### config.mk
export PLATFORM = sky130hd
export DESIGN_NAME = ram_wb_ctrl
export DESIGN_NICKNAME = d
export VERILOG_FILES = /design/src/design/ram_wb_pkg.sv /design/src/design/ram_wb_ctrl.sv
export SDC_FILE = /design/constraint.sdc
export NUM_CORES = 1
export LEC_CHECK = 0
export ABC_AREA = 1
export BUFFER_PORTS_ARGS = -buffer_cell sky130_fd_sc_hd__buf_2
export CORE_MARGIN = 2
export CORE_UTILIZATION = 30
export CTS_CLUSTER_DIAMETER = 120
export DETAILED_ROUTE_END_ITERATION = 10
export PLACE_DENSITY = 0.84
export SETUP_SLACK_MARGIN = 0.3
export SLEW_MARGIN = 20
export SYNTH_ARGS = -nofsm -noshare
export SYNTH_HDL_FRONTEND = slang
export SYNTH_SLANG_ARGS = --single-unit
### constraint.sdc
create_clock -name clk_i -period 2.9 [get_ports clk_i]
set_clock_uncertainty 0.15 [all_clocks]
set_input_delay 0.58 -clock clk_i [delete_from_list [all_inputs] [get_ports clk_i]]
set_output_delay 0.58 -clock clk_i [all_outputs]
set_load 0.005 [all_outputs]
### src/design/ram_wb_pkg.sv
// ====================
// Shared widths, cycle-type codes and address decode for the RAM slave
// Line geometry is fixed at four 32-bit words per line
// Address view assumes a 32-bit byte address
// ====================
`default_nettype none

package ram_wb_pkg;

  // ====================
  // Bus and line widths
  // ====================

  // Bus data word
  localparam int WORD_W = 32;
  // Bus byte address
  localparam int ADDR_W = 32;
  // Words per line, also the bank count
  localparam int LINE_WORDS = 4;
  localparam int LINE_W = WORD_W * LINE_WORDS;
  // Byte offset bits inside one line
  localparam int LINE_OFF_W = $clog2(LINE_W / 8);

  typedef logic [WORD_W-1:0] word_t;
  // One bit per byte lane
  typedef logic [WORD_W/8-1:0] strb_t;

  // ====================
  // Wishbone cycle types
  // ====================
  typedef logic [2:0] cti_t;

  localparam cti_t CTI_CLASSIC = 3'b000;
  localparam cti_t CTI_INCR = 3'b010;
  // Last beat of a burst
  localparam cti_t CTI_EOB = 3'b111;

  // ====================
  // Address decode
  // ====================

  // Field view, LSB first from the bottom
  typedef struct packed {
    logic [ADDR_W-LINE_OFF_W-1:0] line_addr;
    logic [1:0]                   word_sel;
    logic [1:0]                   byte_off;
  } ram_addr_fields_t;

  // Same 32 bits seen as raw byte address or as line fields
  typedef union packed {
    logic [ADDR_W-1:0] byte_addr;
    ram_addr_fields_t  fields;
  } ram_addr_u;

endpackage

`default_nettype wire

### src/design/ram_wb_ctrl.sv
// ====================
// Wishbone request decode and timing for the line RAM
// Master must hold every request signal until ack
// Bursts stay inside one line and must not mix in writes
// RAM_LATENCY below 2 is rejected at elaboration
// ====================
`timescale 1ns/1ps
`default_nettype none

module ram_wb_ctrl
  import ram_wb_pkg::*;
#(
  parameter int LINE_DEPTH  = 1024,
  parameter int RAM_LATENCY = 16
) (
  input  logic                          clk_i,
  input  logic                          rst_ni,
  input  logic                          wb_cyc_i,
  input  logic                          wb_stb_i,
  input  logic                          wb_we_i,
  input  ram_addr_u                     wb_adr_i,
  input  word_t                         wb_dat_i,
  input  strb_t                         wb_sel_i,
  input  cti_t                          wb_cti_i,
  output logic                          wb_ack_o,
  output logic [$clog2(LINE_DEPTH)-1:0] bank_idx_o,
  output word_t                         bank_wdata_o,
  output strb_t                         bank_strb_o [LINE_WORDS],
  output logic                          bank_rd_o,
  output logic                          cap_o,
  output logic                          buf_valid_o,
  output logic [1:0]                    word_sel_o
);

  // Counter must reach RAM_LATENCY itself
  localparam int CNT_W = $clog2(RAM_LATENCY + 1);

  if (RAM_LATENCY < 2) begin : gen_bad_latency
    $error("RAM_LATENCY must be at least 2");
  end

  // ====================
  // Request decode
  // ====================
  logic req;
  logic wr_ack;
  logic lat_ack;
  logic buf_ack;

  // Latency tracking
  logic             pend_q;
  logic [CNT_W-1:0] lat_q;

  // Burst state
  logic                             buf_valid_q;
  logic [ADDR_W-1:LINE_OFF_W]       burst_tag_q;

  assign req = wb_cyc_i && wb_stb_i;

  // Line index wraps modulo LINE_DEPTH
  assign bank_idx_o = wb_adr_i.fields.line_addr[$clog2(LINE_DEPTH)-1:0];
  assign word_sel_o = wb_adr_i.fields.word_sel;

  // Same word offered to every bank, strobe picks the lane
  assign bank_wdata_o = wb_dat_i;

  // Byte select goes only to the addressed bank, writes only
  always_comb begin
    for (int i = 0; i < LINE_WORDS; i++) begin
      if (req && wb_we_i && (wb_adr_i.fields.word_sel == 2'(i))) begin
        bank_strb_o[i] = wb_sel_i;
      end else begin
        bank_strb_o[i] = '0;
      end
    end
  end

  // One read strobe per fetch, none while waiting or serving a burst
  assign bank_rd_o = req && !wb_we_i && !pend_q && !buf_valid_q;

  // ====================
  // Latency counter
  // ====================

  // lat_q counts cycles since the strobe edge
  always_ff @(posedge clk_i) begin
    if (!rst_ni) begin
      pend_q <= 1'b0;
      lat_q  <= '0;
    end else if (bank_rd_o) begin
      pend_q <= 1'b1;
      lat_q  <= CNT_W'(1);
    end else if (lat_ack) begin
      pend_q <= 1'b0;
      lat_q  <= '0;
    end else if (pend_q) begin
      lat_q <= lat_q + CNT_W'(1);
    end
  end

  // First read beat done, line now visible on the banks
  assign lat_ack = pend_q && (lat_q == CNT_W'(RAM_LATENCY));

  // ====================
  // Burst state and ack
  // ====================

  // Opened by an INCR first beat, closed by the EOB beat
  always_ff @(posedge clk_i) begin
    if (!rst_ni) begin
      buf_valid_q <= 1'b0;
    end else if (lat_ack && (wb_cti_i == CTI_INCR)) begin
      buf_valid_q <= 1'b1;
    end else if (buf_ack && (wb_cti_i == CTI_EOB)) begin
      buf_valid_q <= 1'b0;
    end
  end

  // Line tag of the captured line, for the burst range check
  always_ff @(posedge clk_i) begin
    if (lat_ack) begin
      burst_tag_q <= wb_adr_i.byte_addr[ADDR_W-1:LINE_OFF_W];
    end
  end

  assign wr_ack  = req && wb_we_i;
  // Later beats served straight from the buffer
  assign buf_ack = buf_valid_q && req && !wb_we_i;

  assign wb_ack_o    = wr_ack || lat_ack || buf_ack;
  assign cap_o       = lat_ack;
  assign buf_valid_o = buf_valid_q;

  // ====================
  // Protocol checks
  // ====================

  // Master must still hold the request when the delayed ack fires
  a_ack_has_req : assert property (
    @(posedge clk_i) disable iff (!rst_ni) wb_ack_o |-> req
  );

  a_no_wr_in_burst : assert property (
    @(posedge clk_i) disable iff (!rst_ni) (buf_valid_q && req) |-> !wb_we_i
  );

  // Buffered beats must hit the line that was fetched
  a_burst_in_line : assert property (
    @(posedge clk_i) disable iff (!rst_ni)
    (buf_valid_q && req) |-> (wb_adr_i.byte_addr[ADDR_W-1:LINE_OFF_W] == burst_tag_q)
  );

endmodule

`default_nettype wire

; Word level (Yosys, flattened, before mapping)
; Cells that the tools add are included.
[op_classes]
addsub = 1
n_eq_ne = 6
mux = 11
bitwise_logic = 1
n_reduce_logical = 24
[ops]
columns = op, n
row1 = $mux W4, 4
row2 = $logic_and A1 B1 Y1, 14
row3 = $mux W1, 7
row4 = $add A5 B1 Y5 const B, 1
row5 = $eq A5 B5 Y1 const B, 1
row6 = $eq A2 B2 Y1 const B, 2
row7 = $reduce_bool A2 Y1, 2
row8 = $eq A3 B2 Y1 const B, 1
row9 = $eq A3 B3 Y1 const B, 1
row10 = $logic_not A1 Y1, 3
row11 = $reduce_bool A3 Y1, 1
row12 = $reduce_or A3 Y1, 1
row13 = $eq A2 B1 Y1 const B, 1
row14 = $logic_not A2 Y1, 1
row15 = $logic_or A1 B1 Y1, 2
row16 = $not A1 Y1, 1
[word_totals]
reg_bits = 7
inputBits = 76
word_cells = 47

; Logic depth before layout (Yosys ltp)
[depth]
word_depth = 6
mapped_depth = 7
ltp_nobuf = 7

; Worst setup path after synthesis
; No wires, ideal clock.
[synth_timing]
kind = input-to-output
start = input wb_cyc_i
end = output bank_strb_o[0] (netlist bit)
arrival_time_ns = 1.080
t_required_ns = 2.170
slack_ns = 1.090
cell_stages = 4
cell_sequence = nand2_1 -> nor2_1 -> nand3_1 -> nor2_1
[synth_rtl]
columns = element, line_no
row1 = from (decl), ram_wb_ctrl.sv:18  ; input logic wb_cyc_i,
row2 = to (decl), ram_wb_ctrl.sv:28  ; output strb_t bank_strb_o [LINE_WORDS],

; Worst setup path after layout
[layout_timing]
start = register lat_q[1]
end = output wb_ack_o
[layout_between]
elab_chain_cells = 4
[layout_rtl]
columns = element, line_no
row1 = from (decl), ram_wb_ctrl.sv:52  ; logic [CNT_W-1:0] lat_q;
row2 = from (signal assigned), ram_wb_ctrl.sv:97  ; lat_q <= lat_q + CNT_W'(1);
row3 = $eq A5 B5 Y1, ram_wb_ctrl.sv:102  ; assign lat_ack = pend_q && (lat_q == CNT_W'(RAM_LATENCY));
row4 = $logic_and A1 B1 Y1, ram_wb_ctrl.sv:102
row5 = $logic_or A1 B1 Y1 (2 in a row), ram_wb_ctrl.sv:130  ; assign wb_ack_o = wr_ack || lat_ack || buf_ack;
row6 = to (decl), ram_wb_ctrl.sv:25  ; output logic wb_ack_o,
; No other way between the ends.

==> impl_metrics.tcl <==
set metrics [dict create \
    post-route-util_pct 27.7 \
    cts.clk_slew.worst_paths_ps 50 \
    critical_path.endpoint_type "output port" \
    vias_per_cell 4.11 \
    grt_max_degree 8 \
    report.final.setup_viol 0 \
    postSynthNetCount 209 \
    number_of_synthesized_flops_with_an_enable_pin 0 \
    worst_pin_slew_ps 225 \
    vdd_ir_drop_max_v 0.000132 \
    comb_power_share_pct 16.6 \
    status "finished clean" \
    cts.sink_count 7 \
    most_repeated_library_cell_on_the_critical_path "sky130_fd_sc_hd__nand2_1" \
    insertedDiodeCount 0 \
    synthToLayoutAreaGrowth_pct -10.7 \
    mappedNetlistArea_um2 841 \
    cp_slowest_cell "sky130_fd_sc_hd__dfxtp_1" \
    fill_cells 321 \
    fmaxAchievable_mhz 465 \
    first_pass_iters 4 \
    leakage_uw 0.000469 \
    min_path_type "flop to flop" \
    maxCapViolations 0 \
    htree_num_levels 1 \
    floorplan.initialDensity_pct 31.0 \
    worst-endpoint-arrival_ps 1420 \
    sequential_cell_area_um2 140 \
    number_of_antenna_violations_at_the_first_check_in_global_routing 0 \
    async_s_r_ff_share_synth_pct 0 \
    worst_path_largest_cell_delay_ps 330 \
    share_of_final_layout_standard_cells_stronger_than_drive_strength_1_pct 34.1 \
    share_seq_of_total_power_pct 43.0 \
    cts_buffers 3 \
    clk_lat_worst_skew_ps 260 \
    worstSetupPathType "flop to output port" \
    standard_cell_row_count 19 \
    cts-root-buf "sky130_fd_sc_hd__clkbuf_4" \
    synth_cell_count_leaders "sky130_fd_sc_hd__buf_4, sky130_fd_sc_hd__nor2_1, sky130_fd_sc_hd__inv_1, sky130_fd_sc_hd__nand2_1" \
    route.detailed.wl_per_inst_um 10.9 \
    netlist_top_cells_area "sky130_fd_sc_hd__buf_4, sky130_fd_sc_hd__dfxtp_1, sky130_fd_sc_hd__nor2_1" \
    remaining_drc_errors 0 \
    post_cts_buffers 0 \
    clkPwrFrac_pct 40.4 \
    grt_first_pass_wirelength_mm 2.69 \
    synth-seq-cells 7 \
    post-layout-total-power_uw 235 \
    post_synth_inst_count 131 \
    cts_hold_repair.buffers 0 \
    setup_repair_after_global_routing_missed_its_margin "no" \
    critPathLaunchType "flop" \
    final.min_clock_period_ps 2150 \
    core_area_mm2 0.00271 \
    synth.yosys.warnings 0 \
    hold_ws_ps 351 \
    postCtsResizedCells 0 \
    synthDistinctLibCells 15 \
    netSwitchingFraction_pct 28.4 \
    chipHeight_um 56.9 \
    first_global_vias 580 \
    floorplan.io_pins 140 \
    synth.yosys.seq_area_share_pct 16.7 \
    grt.overflow.total 0 \
    place.port_buffers 35 \
    timing.final.max_slew_violations 0 \
    crit_path_max_fanout 3 \
    slew-limit-headroom_pct 85.0 \
    ys_dominant_reg_cell "sky130_fd_sc_hd__dfxtp_1" \
    place_congestion 0.771 \
    finalCritPeriodShare_pct 74.2 \
    multi_input_comb_area_um2 295 \
    internal_power_uw 168 \
    power-per-cell-area_mw_per_mm2 313 \
    cell_type_with_the_largest_total_area_after_synthesis "sky130_fd_sc_hd__buf_4" \
    die_w_um 56.9 \
    fin_tns_setup_ps 0 \
    final_hold_violating_endpoints 0 \
    drt.antenna.violating_nets 0 \
    critical_path.top_delay_family "flip-flops" \
    cp.required_ps 2170 \
    syn-mean-instance-area_um2 6.42 \
    clock_tree.buffer_depth 2 \
    groute.usage.overall_pct 10.8 \
    finalWirelength_mm 1.71 \
    post-dp-hpwl_mm 1.38 \
    detailedRoute.firstIterationViolations 18 \
    cp_cell_sequence "inv_1 -> ha_1 -> nand2_1 -> nor2_1 -> nand2_1 -> o21ai_0 -> buf_2" \
    tritoncts "built" \
    design.final.nets 205 \
    fp.dieArea_mm2 0.00324 \
    total_switching_power_uw 66.8 \
    route.vias.total 645 \
    post-synth-top-area-fraction_pct 39.3 \
    post-synth-top-count-cell "sky130_fd_sc_hd__buf_4" \
    critical_path_buf_inv_count 2 \
]
-- worst register-to-register path, delay by kind of cell, from the launching register on --
family        cells  cell delay, ps
buf+inv           1              80
simple gates      5             530
fa+ha+maj         1             180
flops             1             360
-- placed cells by master, fill, tap and decap left out, drive strengths merged --
cell / synthesis / layout
xor2: 2 / 2
nor2: 29 / 29
buf: 44 / 35
nand2: 12 / 12
xnor2: 1 / 1
a21oi: 3 / 3
clkbuf: 0 / 4
nand3: 9 / 9
ha: 2 / 2
o21bai: 1 / 1
o21ai: 1 / 1
dfxtp: 7 / 7
inv: 20 / 20
-- area by class of cell --
type / count / area share (%)
multi-input cells: 60 / 39.3
flip-flops and latches: 7 / 18.7
clock buffers: 4 / 3.50
inverters: 20 / 10.0
well taps: 31 / 5.17
repair buffers: 35 / 23.3
-- per-layer routing --
layer  track usage (%)  vias up  wire length, um
li1                  -      338                -
met2              16.4       37              817
met5                 0        -                0
met1              11.1      253              589
met3              3.17       17              205
met4              12.0        0               96
-- flip-flops by register name (all words and copies together), names as in the netlist --
name         count
pend_q           1
lat_q            5
buf_valid_o      1
-- stage by stage --
step           instance area [um^2]  instances  setup WS, ps
5_1_grt                         751        157           622
2_1_floorplan                   841        131          1090
3_3_place_gp                    724        153           824
6_report                        751        157           749
3_5_place_dp                    724        153           787
4_1_cts                         751        157           720
-- path summary, 6_finish.rpt --
check / startpoint / end / slack [ps] / cells past startpoint
min reg2reg: buf_valid_o / buf_valid_o / 350 / 2
max: lat_q[1] / wb_ack_o / 750 / 7
max reg2reg: lat_q[1] / lat_q[1] / 1530 / 7
min: buf_valid_o / buf_valid_o / 350 / 2
-- cell families after synthesis --
| group | count (synthesis) | share of synthesized area, % |
|---|---|---|
| buffers and inverters | 64 | 48.2 |
| XOR/XNOR | 3 | 3.13 |
| AND/OR/NAND/NOR | 50 | 25.7 |
| flip-flops | 7 | 16.7 |
| adder cells (fa/ha/maj) | 2 | 2.98 |
| AO/OA/AOI/OAI | 5 | 3.27 |
-- power by group through the flow --
| stage | clock network (uW) | registers, uW | logic (uW) |
|---|---|---|---|
| 2_1_floorplan | 0 | 103 | 68.9 |
| 3_5_place_dp | 0 | 103 | 38.2 |
| 6_report | 94.8 | 101 | 38.9 |
| 3_3_place_gp | 0 | 103 | 37.8 |
| 4_1_cts | 96.0 | 101 | 39.5 |
| 5_1_grt | 102 | 101 | 44.6 |
Power figures use the tool's default switching activity.
