--- src/design/ram_wb_pkg.sv ---
// ====================
// Shared widths, cycle-type codes and address decode for the RAM slave
// Line geometry is fixed at four 32-bit words per line
// Address view assumes a 32-bit byte address
// ====================
`default_nettype none

package ram_wb_pkg;

  // ====================
  // Bus and line widths
  // ====================

  // Bus data word
  localparam int WORD_W = 32;
  // Bus byte address
  localparam int ADDR_W = 32;
  // Words per line, also the bank count
  localparam int LINE_WORDS = 4;
  localparam int LINE_W = WORD_W * LINE_WORDS;
  // Byte offset bits inside one line
  localparam int LINE_OFF_W = $clog2(LINE_W / 8);

  typedef logic [WORD_W-1:0] word_t;
  // One bit per byte lane
  typedef logic [WORD_W/8-1:0] strb_t;

  // ====================
  // Wishbone cycle types
  // ====================
  typedef logic [2:0] cti_t;

  localparam cti_t CTI_CLASSIC = 3'b000;
  localparam cti_t CTI_INCR = 3'b010;
  // Last beat of a burst
  localparam cti_t CTI_EOB = 3'b111;

  // ====================
  // Address decode
  // ====================

  // Field view, LSB first from the bottom
  typedef struct packed {
    logic [ADDR_W-LINE_OFF_W-1:0] line_addr;
    logic [1:0]                   word_sel;
    logic [1:0]                   byte_off;
  } ram_addr_fields_t;

  // Same 32 bits seen as raw byte address or as line fields
  typedef union packed {
    logic [ADDR_W-1:0] byte_addr;
    ram_addr_fields_t  fields;
  } ram_addr_u;

endpackage

`default_nettype wire

--- src/design/ram_line_reader.sv ---
// ====================
// Burst line buffer and read word select
// Capture and buffer-valid come from the controller
// Data is only meaningful while ack is high
// ====================
`timescale 1ns/1ps
`default_nettype none

module ram_line_reader
  import ram_wb_pkg::*;
(
  input  logic              clk_i,
  input  logic              rst_ni,
  input  logic [LINE_W-1:0] line_i,
  input  logic              cap_i,
  input  logic              buf_valid_i,
  input  logic [1:0]        word_sel_i,
  output word_t             dat_o
);

  // ====================
  // Burst buffer
  // ====================

  // Whole line kept for the remaining beats
  logic [LINE_W-1:0] buf_q;
  // Line the current beat reads from
  logic [LINE_W-1:0] src_line;

  always_ff @(posedge clk_i) begin
    if (cap_i) begin
      buf_q <= line_i;
    end
  end

  // ====================
  // Word select
  // ====================

  // First beat and single reads use the live bank outputs
  assign src_line = buf_valid_i ? buf_q : line_i;

  always_comb begin
    dat_o = src_line[word_sel_i*WORD_W +: WORD_W];
  end

  // ====================
  // Checks
  // ====================

  // Capturing mid-burst would overwrite the line being served
  a_no_cap_in_burst : assert property (
    @(posedge clk_i) disable iff (!rst_ni) cap_i |-> !buf_valid_i
  );

endmodule

`default_nettype wire

--- config.mk ---
export PLATFORM = sky130hd
export DESIGN_NAME = ram_line_reader
export DESIGN_NICKNAME = d
export VERILOG_FILES = /design/src/design/ram_wb_pkg.sv /design/src/design/ram_line_reader.sv
export SDC_FILE = /design/constraint.sdc
export NUM_CORES = 1
export LEC_CHECK = 0
export ABC_AREA = 1
export BUFFER_PORTS_ARGS = -buffer_cell sky130_fd_sc_hd__buf_2
export CAP_MARGIN = 10
export CELL_PAD_IN_SITES_DETAIL_PLACEMENT = 2
export CELL_PAD_IN_SITES_GLOBAL_PLACEMENT = 2
export CORE_ASPECT_RATIO = 0.7
export CORE_MARGIN = 2
export CORE_UTILIZATION = 31
export DETAILED_ROUTE_END_ITERATION = 10
export PLACE_DENSITY = 0.85
export SYNTH_ARGS = -nofsm -noshare
export SYNTH_HDL_FRONTEND = slang
export SYNTH_SLANG_ARGS = --single-unit
--- constraint.sdc ---
create_clock -name clk_i -period 0.9 [get_ports clk_i]
set_input_delay 0.09 -clock clk_i [delete_from_list [all_inputs] [get_ports clk_i]]
set_output_delay 0.09 -clock clk_i [all_outputs]
set_load 0.02 [all_outputs]
-- Yosys cells after proc, flatten, opt, wreduce, memory -nomap -nowiden
Index checks and enable logic that the tools add are counted.
- register bits after elaboration: 128
- word-level logic and storage cells: 3
- output and inout bits: 32
- input port bits: 134
- shifts and indexed selects: 1
- multiplexer cells: 1
- operators with widths (kind ; count):
    $mux W128 ; 1
    $shiftx A128 B8 Y32 ; 1

-- Logic depth before layout (Yosys ltp)
Gate-level depths: netlist (run 1).
- word-level depth: 2
- depth in mapped cells: 8
- depth with buffers taken out: 6

-- Least setup slack after synthesis (run 1)
Ideal clock, no wire load.
- kind: input-to-output
- start: in word_sel_i[1]
- end: out dat_o[10]
- data arrival time: 836 ps
- setup slack: -26 ps
- buffers on the path: 2
- stages: 5
- cells stage by stage: clkbuf_1 > inv_1 > buf_1 > nand2_1 > nand2_1
- word-level cells in the longest chain between the ends: 1
- RTL lines (element ; RTL line ; source):
    start, declared ; ram_line_reader.sv:17 ; input logic [1:0] word_sel_i,
    $shiftx A128 B8 Y32 ; ram_line_reader.sv:44 ; dat_o = src_line[word_sel_i*WORD_W +: WORD_W];
    end, declared ; ram_line_reader.sv:18 ; output word_t dat_o
Every way passes these cells.

-- Final worst setup path (run 1)
- start: reg buf_q[42]
- end: out dat_o[10]
- word-level cells in the longest chain between the ends: 2
- RTL lines (element ; RTL line ; source):
    start, declared ; ram_line_reader.sv:26 ; logic [LINE_W-1:0] buf_q;
    start signal, assigned ; ram_line_reader.sv:32 ; buf_q <= line_i;
    $mux W128 ; ram_line_reader.sv:41 ; assign src_line = buf_valid_i ? buf_q : line_i;
    $shiftx A128 B8 Y32 ; ram_line_reader.sv:44 ;
Every way passes these cells.

==> results of run 1 <==
==> cell usage after synthesis, drive strengths merged <==
| library cell | n | share of area, % |
|---|---|---|
| buf | 41 | 3.8 |
| clkbuf | 7 | 0.36 |
| edfxtp | 128 | 52 |
| inv | 259 | 13 |
| nand2 | 416 | 21 |
| nand3 | 128 | 8.7 |
==> cell type report <==
| type | count | area, um^2 | share of cell area [%] |
|---|---|---|---|
| multi-input combinational | 544 | 2740 | 24.00 |
| tap | 318 | 397.9 | 3.485 |
| timing repair buffer | 323 | 2740 | 24.00 |
| clock inverter | 14 | 286.5 | 2.510 |
| sequential | 128 | 3844 | 33.67 |
| inverter | 259 | 974.7 | 8.537 |
| clock buffer | 18 | 429.2 | 3.759 |
| antenna | 2 | 5.005 | 0.04384 |
==> through the flow <==
| stage | hold WS, ns | utilization, % | setup slack (ns) |
|---|---|---|---|
| CTS | 0.1862 | 47.04 | -0.6139 |
| detailed placement | 0.2863 | 37.07 | -0.4248 |
| floorplan | 0.1889 | - | -0.007488 |
| global placement | 0.2816 | 37.07 | -0.3523 |
| finish | 0.1930 | 48.78 | -0.6768 |
| global route | 0.1829 | 48.77 | -0.7436 |
==> worst min-delay path by stage <==
stage / start / to / slack, ns / cells after the start
2_1_floorplan: line_i[0] / buf_q[0] / 0.19 / 0
3_3_place_gp: line_i[11] / buf_q[11] / 0.28 / 1
3_5_place_dp: line_i[104] / buf_q[104] / 0.29 / 1
4_1_cts: cap_i / buf_q[20] / 0.19 / 2
5_1_grt: cap_i / buf_q[85] / 0.18 / 2
6_report: cap_i / buf_q[46] / 0.19 / 2
==> cells by family (layout without fill, tap and decap cells) <==
logic type / count (synthesis) / after routing / synth area share (%)
buffers and inverters: 307 / 614 / 17.46
and+or+nand+nor: 544 / 544 / 30.06
other: 0 / 2 / 0
DFF: 128 / 128 / 52.48
==> power by group <==
part           leakage [uW]  switching, uW  internal [uW]
clock network      0.000340           3120           5760
logic               0.00435           2370           1680
registers           0.00125            180           7090
total               0.00594           5660          14500
==> worst max-delay path, delay by kind of cell, from the launching register on <==
kind / cells / cell delay [ns]
and+or+nand+nor: 5 / 0.37
DFF: 1 / 0.43
buffers and inverters: 2 / 0.23
==> repair_timing <==
item	CTS	global route
pin swaps	107	63
endpoints found under the hold margin	128	0
gates resized for setup	105	129
endpoints found under the setup margin	32	32
hold buffers	128	0
==> routing by layer <==
metal  vias up  wire, um
met5         -        13
met4         2       917
met3        65      1501
met2       206     17990
met1      3882     14390
li1       3503         -
==> metrics.txt, run 1 <==
CTS buffer count=17; Synth Instances=~980; maximum VDD drop=1.518 mV; Seq/Total Area, Yosys=52.48%; Top Registers=buf_q x128; Slew Viols, Final=0; layout overhead on the synthesized area=55.88%; largest net degree at the start of global routing=53; CTS tree=yes; max_cap viols=0; ANT nets after route=0; crit path max-delay cell type=edfxtp_1; Die Area=roughly 0.025 mm^2; crit start category=register; Via density=4.768; CP dominant cell by count=nand2_2; # setup viols final=32; Slew @ Worst Pin=about 0.32 ns; static leakage=a little under 0.006 uW; met2 usage=50.78%; cell area after layout=0.01142 mm^2; All-Layer GR Usage=27.84%; # fillers=2576; Placed Area=between 0.008 and 0.009 mm^2; share of cells above drive strength 1=30.95%; wire per inst=21.68 um; PwrDens=1769 mW/mm^2; Worst Path Class, Setup=reg2out; Initial Util=31.29%; post-CTS setup buffers=0; Hold/Removal Path Class=in2reg; num rows=47; H-tree levels=4; Most flops, register=buf_q; status=finished, violations left; failing checks=negative setup slack; # IOs=166; grt peak-use layer=met2; GR Util met3=5.517%; cell chain of the critical path=inv_2 > nand2_1 > nand3_2 > nand2_2 > nand2_2 > nand2_2 > buf_6; DR DRC count=0; Die Span Y=132.6 um; Post-Syn Area=between 0.007 and 0.008 mm^2; Worst setup startpoint=buf_q[42]; Worst EP arrival=1.49 ns; final hold violation count=0; Synth Register Bits=128; FMAX=between 600 and 700 MHz; Final Non-Filler Cells=1606; syn_nets=1113; final setup margin=-0.6768 ns; max FFs per register=between 100 and 150; Distinct cells, synth=10; worst rel slew slack=78.93%; most frequent cells in the layout=329 x nand2_1, 238 x inv_1, 130 x buf_2, 128 x edfxtp_1, 128 x dlygate4sd3_1; first-pass GRT wire length=about 52000 um; Power Total=20190 uW; share of the clock period used by the worst path=175.2%; warning count from the yosys run=0; worst path required time=between 0.8 and 0.9 ns; routing usage on met1=roughly a third; placed insts=1444; slowest stage delay, CP=between 0.4 and 0.5 ns; Post-DP HPWL=17660 um; Clk pin slew, worst setup/hold paths=0.07 ns; initial antenna violation count=3; DR vias=roughly 7.7k; core footprint=0.02340 mm^2; post-route setup TNS=-18.67 ns; unrepaired setup endpoints after global routing=true; drt pass-1 iters=4; number of port buffers=roughly 160; CP endpoint kind=output port; CTS Sinks=128; CP endpoint=dat_o[10]; commonest non-fill, non-tap cell in the layout=nand2_1; CP max FO=1; CTS max path bufs=2; Starting DRT DRC Count=297; Chip Width=187.7 um; WL final=34810 um; routability cong.=about 0.76; clock root buffer=clkbuf_16; total gr overflow=0; Syn Area/Cell=7.482 um^2; vias in the first global route=~8.9k; # nets final=1407; Period minus WS final=1.577 ns
No activity file was read; power rests on OpenSTA's default activity.
==> run 2, diff against run 1 <==
--- a/config.mk
+++ b/config.mk
@@ -5,16 +5,15 @@
 export SDC_FILE = /design/constraint.sdc
 export NUM_CORES = 1
 export LEC_CHECK = 0
-export ABC_AREA = 1
 export BUFFER_PORTS_ARGS = -buffer_cell sky130_fd_sc_hd__buf_2
 export CAP_MARGIN = 10
 export CELL_PAD_IN_SITES_DETAIL_PLACEMENT = 2
 export CELL_PAD_IN_SITES_GLOBAL_PLACEMENT = 2
 export CORE_ASPECT_RATIO = 0.7
 export CORE_MARGIN = 2
-export CORE_UTILIZATION = 31
+export CORE_UTILIZATION = 39
 export DETAILED_ROUTE_END_ITERATION = 10
-export PLACE_DENSITY = 0.85
+export PLACE_DENSITY = 0.84
 export SYNTH_ARGS = -nofsm -noshare
 export SYNTH_HDL_FRONTEND = slang
 export SYNTH_SLANG_ARGS = --single-unit
==> metrics.txt, run 2 <==
Clock Power Share=40.1% (-3.9 points); Power Total=17750 uW (-12%); syn_nets=376 (-66%); CP endpoint kind=output port; CTS buffer count=17 (unchanged); Post-DP HPWL=12520 um (-29%); multiplexer share of the synthesized area=32.99% (+33 points); H-tree levels=4 (unchanged); FFs w/ async S/R, synth=0% (unchanged); CTS tree=yes; Worst Hold End=buf_q[51]; Synth Area in Adders=0% (unchanged); largest area contributor in the netlist=edfxtp_1; post-CTS setup buffers=0 (unchanged); top-area cell type share of the netlist area=64.96% (+12 points); internal power=13090 uW (-9.9%); worst path required time=0.81 ns (about the same); WL final=24890 um (-29%); # fillers=1177 (-54%); Psw=4659 uW (-18%); Core Util, Final=63.20% (+14 points); initial antenna violation count=5 (+2); clock root buffer=clkbuf_16; Via density=5.537 (+16%); Placed Area=0.007283 mm^2 (-16%); Chip Width=151.2 um (-19%); # setup viols final=32 (unchanged); FMAX=523.6 MHz (-17%); Multi-input gate area=0.001922 mm^2 (-30%); register area=0.003844 mm^2 (unchanged); worst rel slew slack=75.96% (-3.0 points); wire per inst=31.63 um (+46%); final hold violation count=0 (unchanged); ANT nets after route=0 (unchanged); Initial Util=40.07% (+8.8 points); share of cells above drive strength 1=56.46% (+26 points); Starting DRT DRC Count=333 (+12%); Worst EP arrival=1.82 ns (+0.33 ns); Synth Register Bits=128 (unchanged); CP max FO=1 (unchanged); max_cap viols=0 (unchanged); Slew @ Worst Pin=0.3607 ns (+0.04463 ns); slowest stage delay, CP=0.51 ns (+0.08 ns); Post-Synth Simple-Gate Area=0% (-30 points); num rows=37 (-21%); unrepaired setup endpoints after global routing=true; failing checks=negative setup slack; Synth Instances=242 (-75%); DR DRC count=0 (unchanged); routability cong.=0.7825 (+2.8%); All-Layer GR Usage=32.11% (+4.3 points); Most flops, register=buf_q; cell area after layout=0.009334 mm^2 (-18%); Die Area=0.01619 mm^2 (-35%); Primary FF master, synth=edfxtp_1; Hold WS=0.02599 ns (-0.1670 ns); Synth top cells by count=128 x edfxtp_1, 40 x mux4_1, 32 x mux2_2; max FFs per register=128 (unchanged); static leakage=0.003682 uW (-38%); Slew Viols, Final=0 (unchanged); drt pass-1 iters=5 (+1); Worst Path Class, Setup=reg2out; first-pass GRT wire length=35800 um (-31%); min-delay src=line_i[51]; Buf+Inv Stages, Crit Path=1 (-1); Die Span Y=107.1 um (-19%); Distinct cells, synth=8 (-2); top-count cell post-synth=edfxtp_1; CP top delay family=multiplexers; total gr overflow=0 (unchanged); CTS Sinks=128 (unchanged); CTS max path bufs=2 (unchanged); crit start category=register; post-synthesis compound-gate area fraction=0% (unchanged); Period minus WS final=1.910 ns (+0.3329 ns); number of port buffers=164 (unchanged); Post-Synth XOR/XNOR Area=0% (unchanged); # nets final=709 (-50%); # IOs=166 (unchanged); combinational share of power=18.8% (-1.2 points); largest net degree at the start of global routing=61 (+15%); layout overhead on the synthesized area=57.75%; top cells by area, synth=edfxtp_1 65%, mux4_1 18%, mux4_2 9.1%; main combinational cell family by area after synthesis=multiplexers; Post-Syn Area=0.005917 mm^2 (-19%); final setup margin=-1.010 ns (-0.3329 ns); warning count from the yosys run=0 (unchanged); Sw Share=26.25% (-1.8 points); cell chain of the critical path=mux4_2 > mux2_4 > buf_6; EDFF count, synth=128 (unchanged); PwrDens=1902 mW/mm^2 (+7.5%); Clk pin slew, worst setup/hold paths=0.07 ns (about the same); status=finished, violations left; Sequential Power Share=41.1% (+5.1 points); most frequent cells in the layout=130 x buf_2, 128 x edfxtp_1, 127 x dlygate4sd3_1, 64 x mux4_2, 33 x buf_4; crit path max-delay cell type=mux4_2; share of the clock period used by the worst path=212.2% (+37 points); Worst Hold Depth=2 (unchanged); Hold/Removal Path Class=in2reg; maximum VDD drop=1.673 mV (+10%); Top Registers=buf_q x128; core footprint=0.01477 mm^2 (-37%); Seq/Total Area, Yosys=64.96% (+12 points); Syn Area/Cell=24.45 um^2 (+230%); commonest non-fill, non-tap cell in the layout=buf_2; vias in the first global route=4956 (-44%); DR vias=4358 (-43%)
==> run 2: changes by cell type in the layout (fill, tap and decap cells not counted), sizes merged, moves of 3 or more <==
cell,delta
nand3,-128
nand2,-416
mux2,+32
buf,+10
inv,-255
bufinv,-6
mux4,+64
clkinvlp,+3
==> run 2: layout make-up <==
cell class | instances | area share, %
multi-input cells | 96 | 20.59
clock buffers | 17 | 4.558
repair buffers | 332 | 29.25
well taps | 195 | 2.614
clock inverters | 15 | 1.702
flip-flops and latches | 128 | 41.18
diodes | 4 | 0.1072
==> run 2: timing repair <==
action / CTS / global route
hold endpoints to repair: 127 / 0
gates resized for setup: 68 / 0
hold buffers: 127 / 0
setup endpoints to repair: 32 / 32
==> run 2: routing by layer <==
layer	vias to the layer above	global-route usage (%)	wire [um]
met5	-	0	23
met2	238	54.72	12600
met1	2323	41.28	9957
met3	31	8.298	1963
li1	1762	-	-
met4	4	7.877	342
==> run 2: per-stage QoR <==
step	cells	setup TNS, ns	worst slack [ns]
floorplan	242	-11.20	-0.3514
global placement	624	-20.84	-0.6917
detailed placement	624	-21.76	-0.7254
CTS	783	-28.97	-0.9718
global route	785	-31.09	-1.020
finish	787	-29.83	-1.010
==> run 2: power groups by stage <==
stage	registers (uW)	logic, uW	clock network [uW]
6_report	7290	3340	7120
5_1_grt	7320	3480	7450
4_1_cts	7250	3150	6960
3_5_place_dp	7360	2420	0
3_3_place_gp	7290	2280	0
2_1_floorplan	7280	1380	0
==> run 2: kinds of logic (layout without fill, tap and decap cells) <==
kind of cell           after synthesis  count (layout)
buffers and inverters               18             364
flip-flops                         128             128
other                                0               4
multiplexers                        96              96
==> run 2: worst max-delay path by stage <==
stage / from / slack (ns) / depth (start not counted) / end
after global placement: buf_valid_i / -0.69 / 5 / dat_o[16]
after CTS: buf_q[83] / -0.97 / 3 / dat_o[19]
after detailed placement: buf_valid_i / -0.73 / 5 / dat_o[29]
after floorplan: buf_valid_i / -0.35 / 4 / dat_o[10]
after global routing: buf_q[26] / -1.02 / 3 / dat_o[26]
final: buf_q[26] / -1.01 / 3 / dat_o[26]
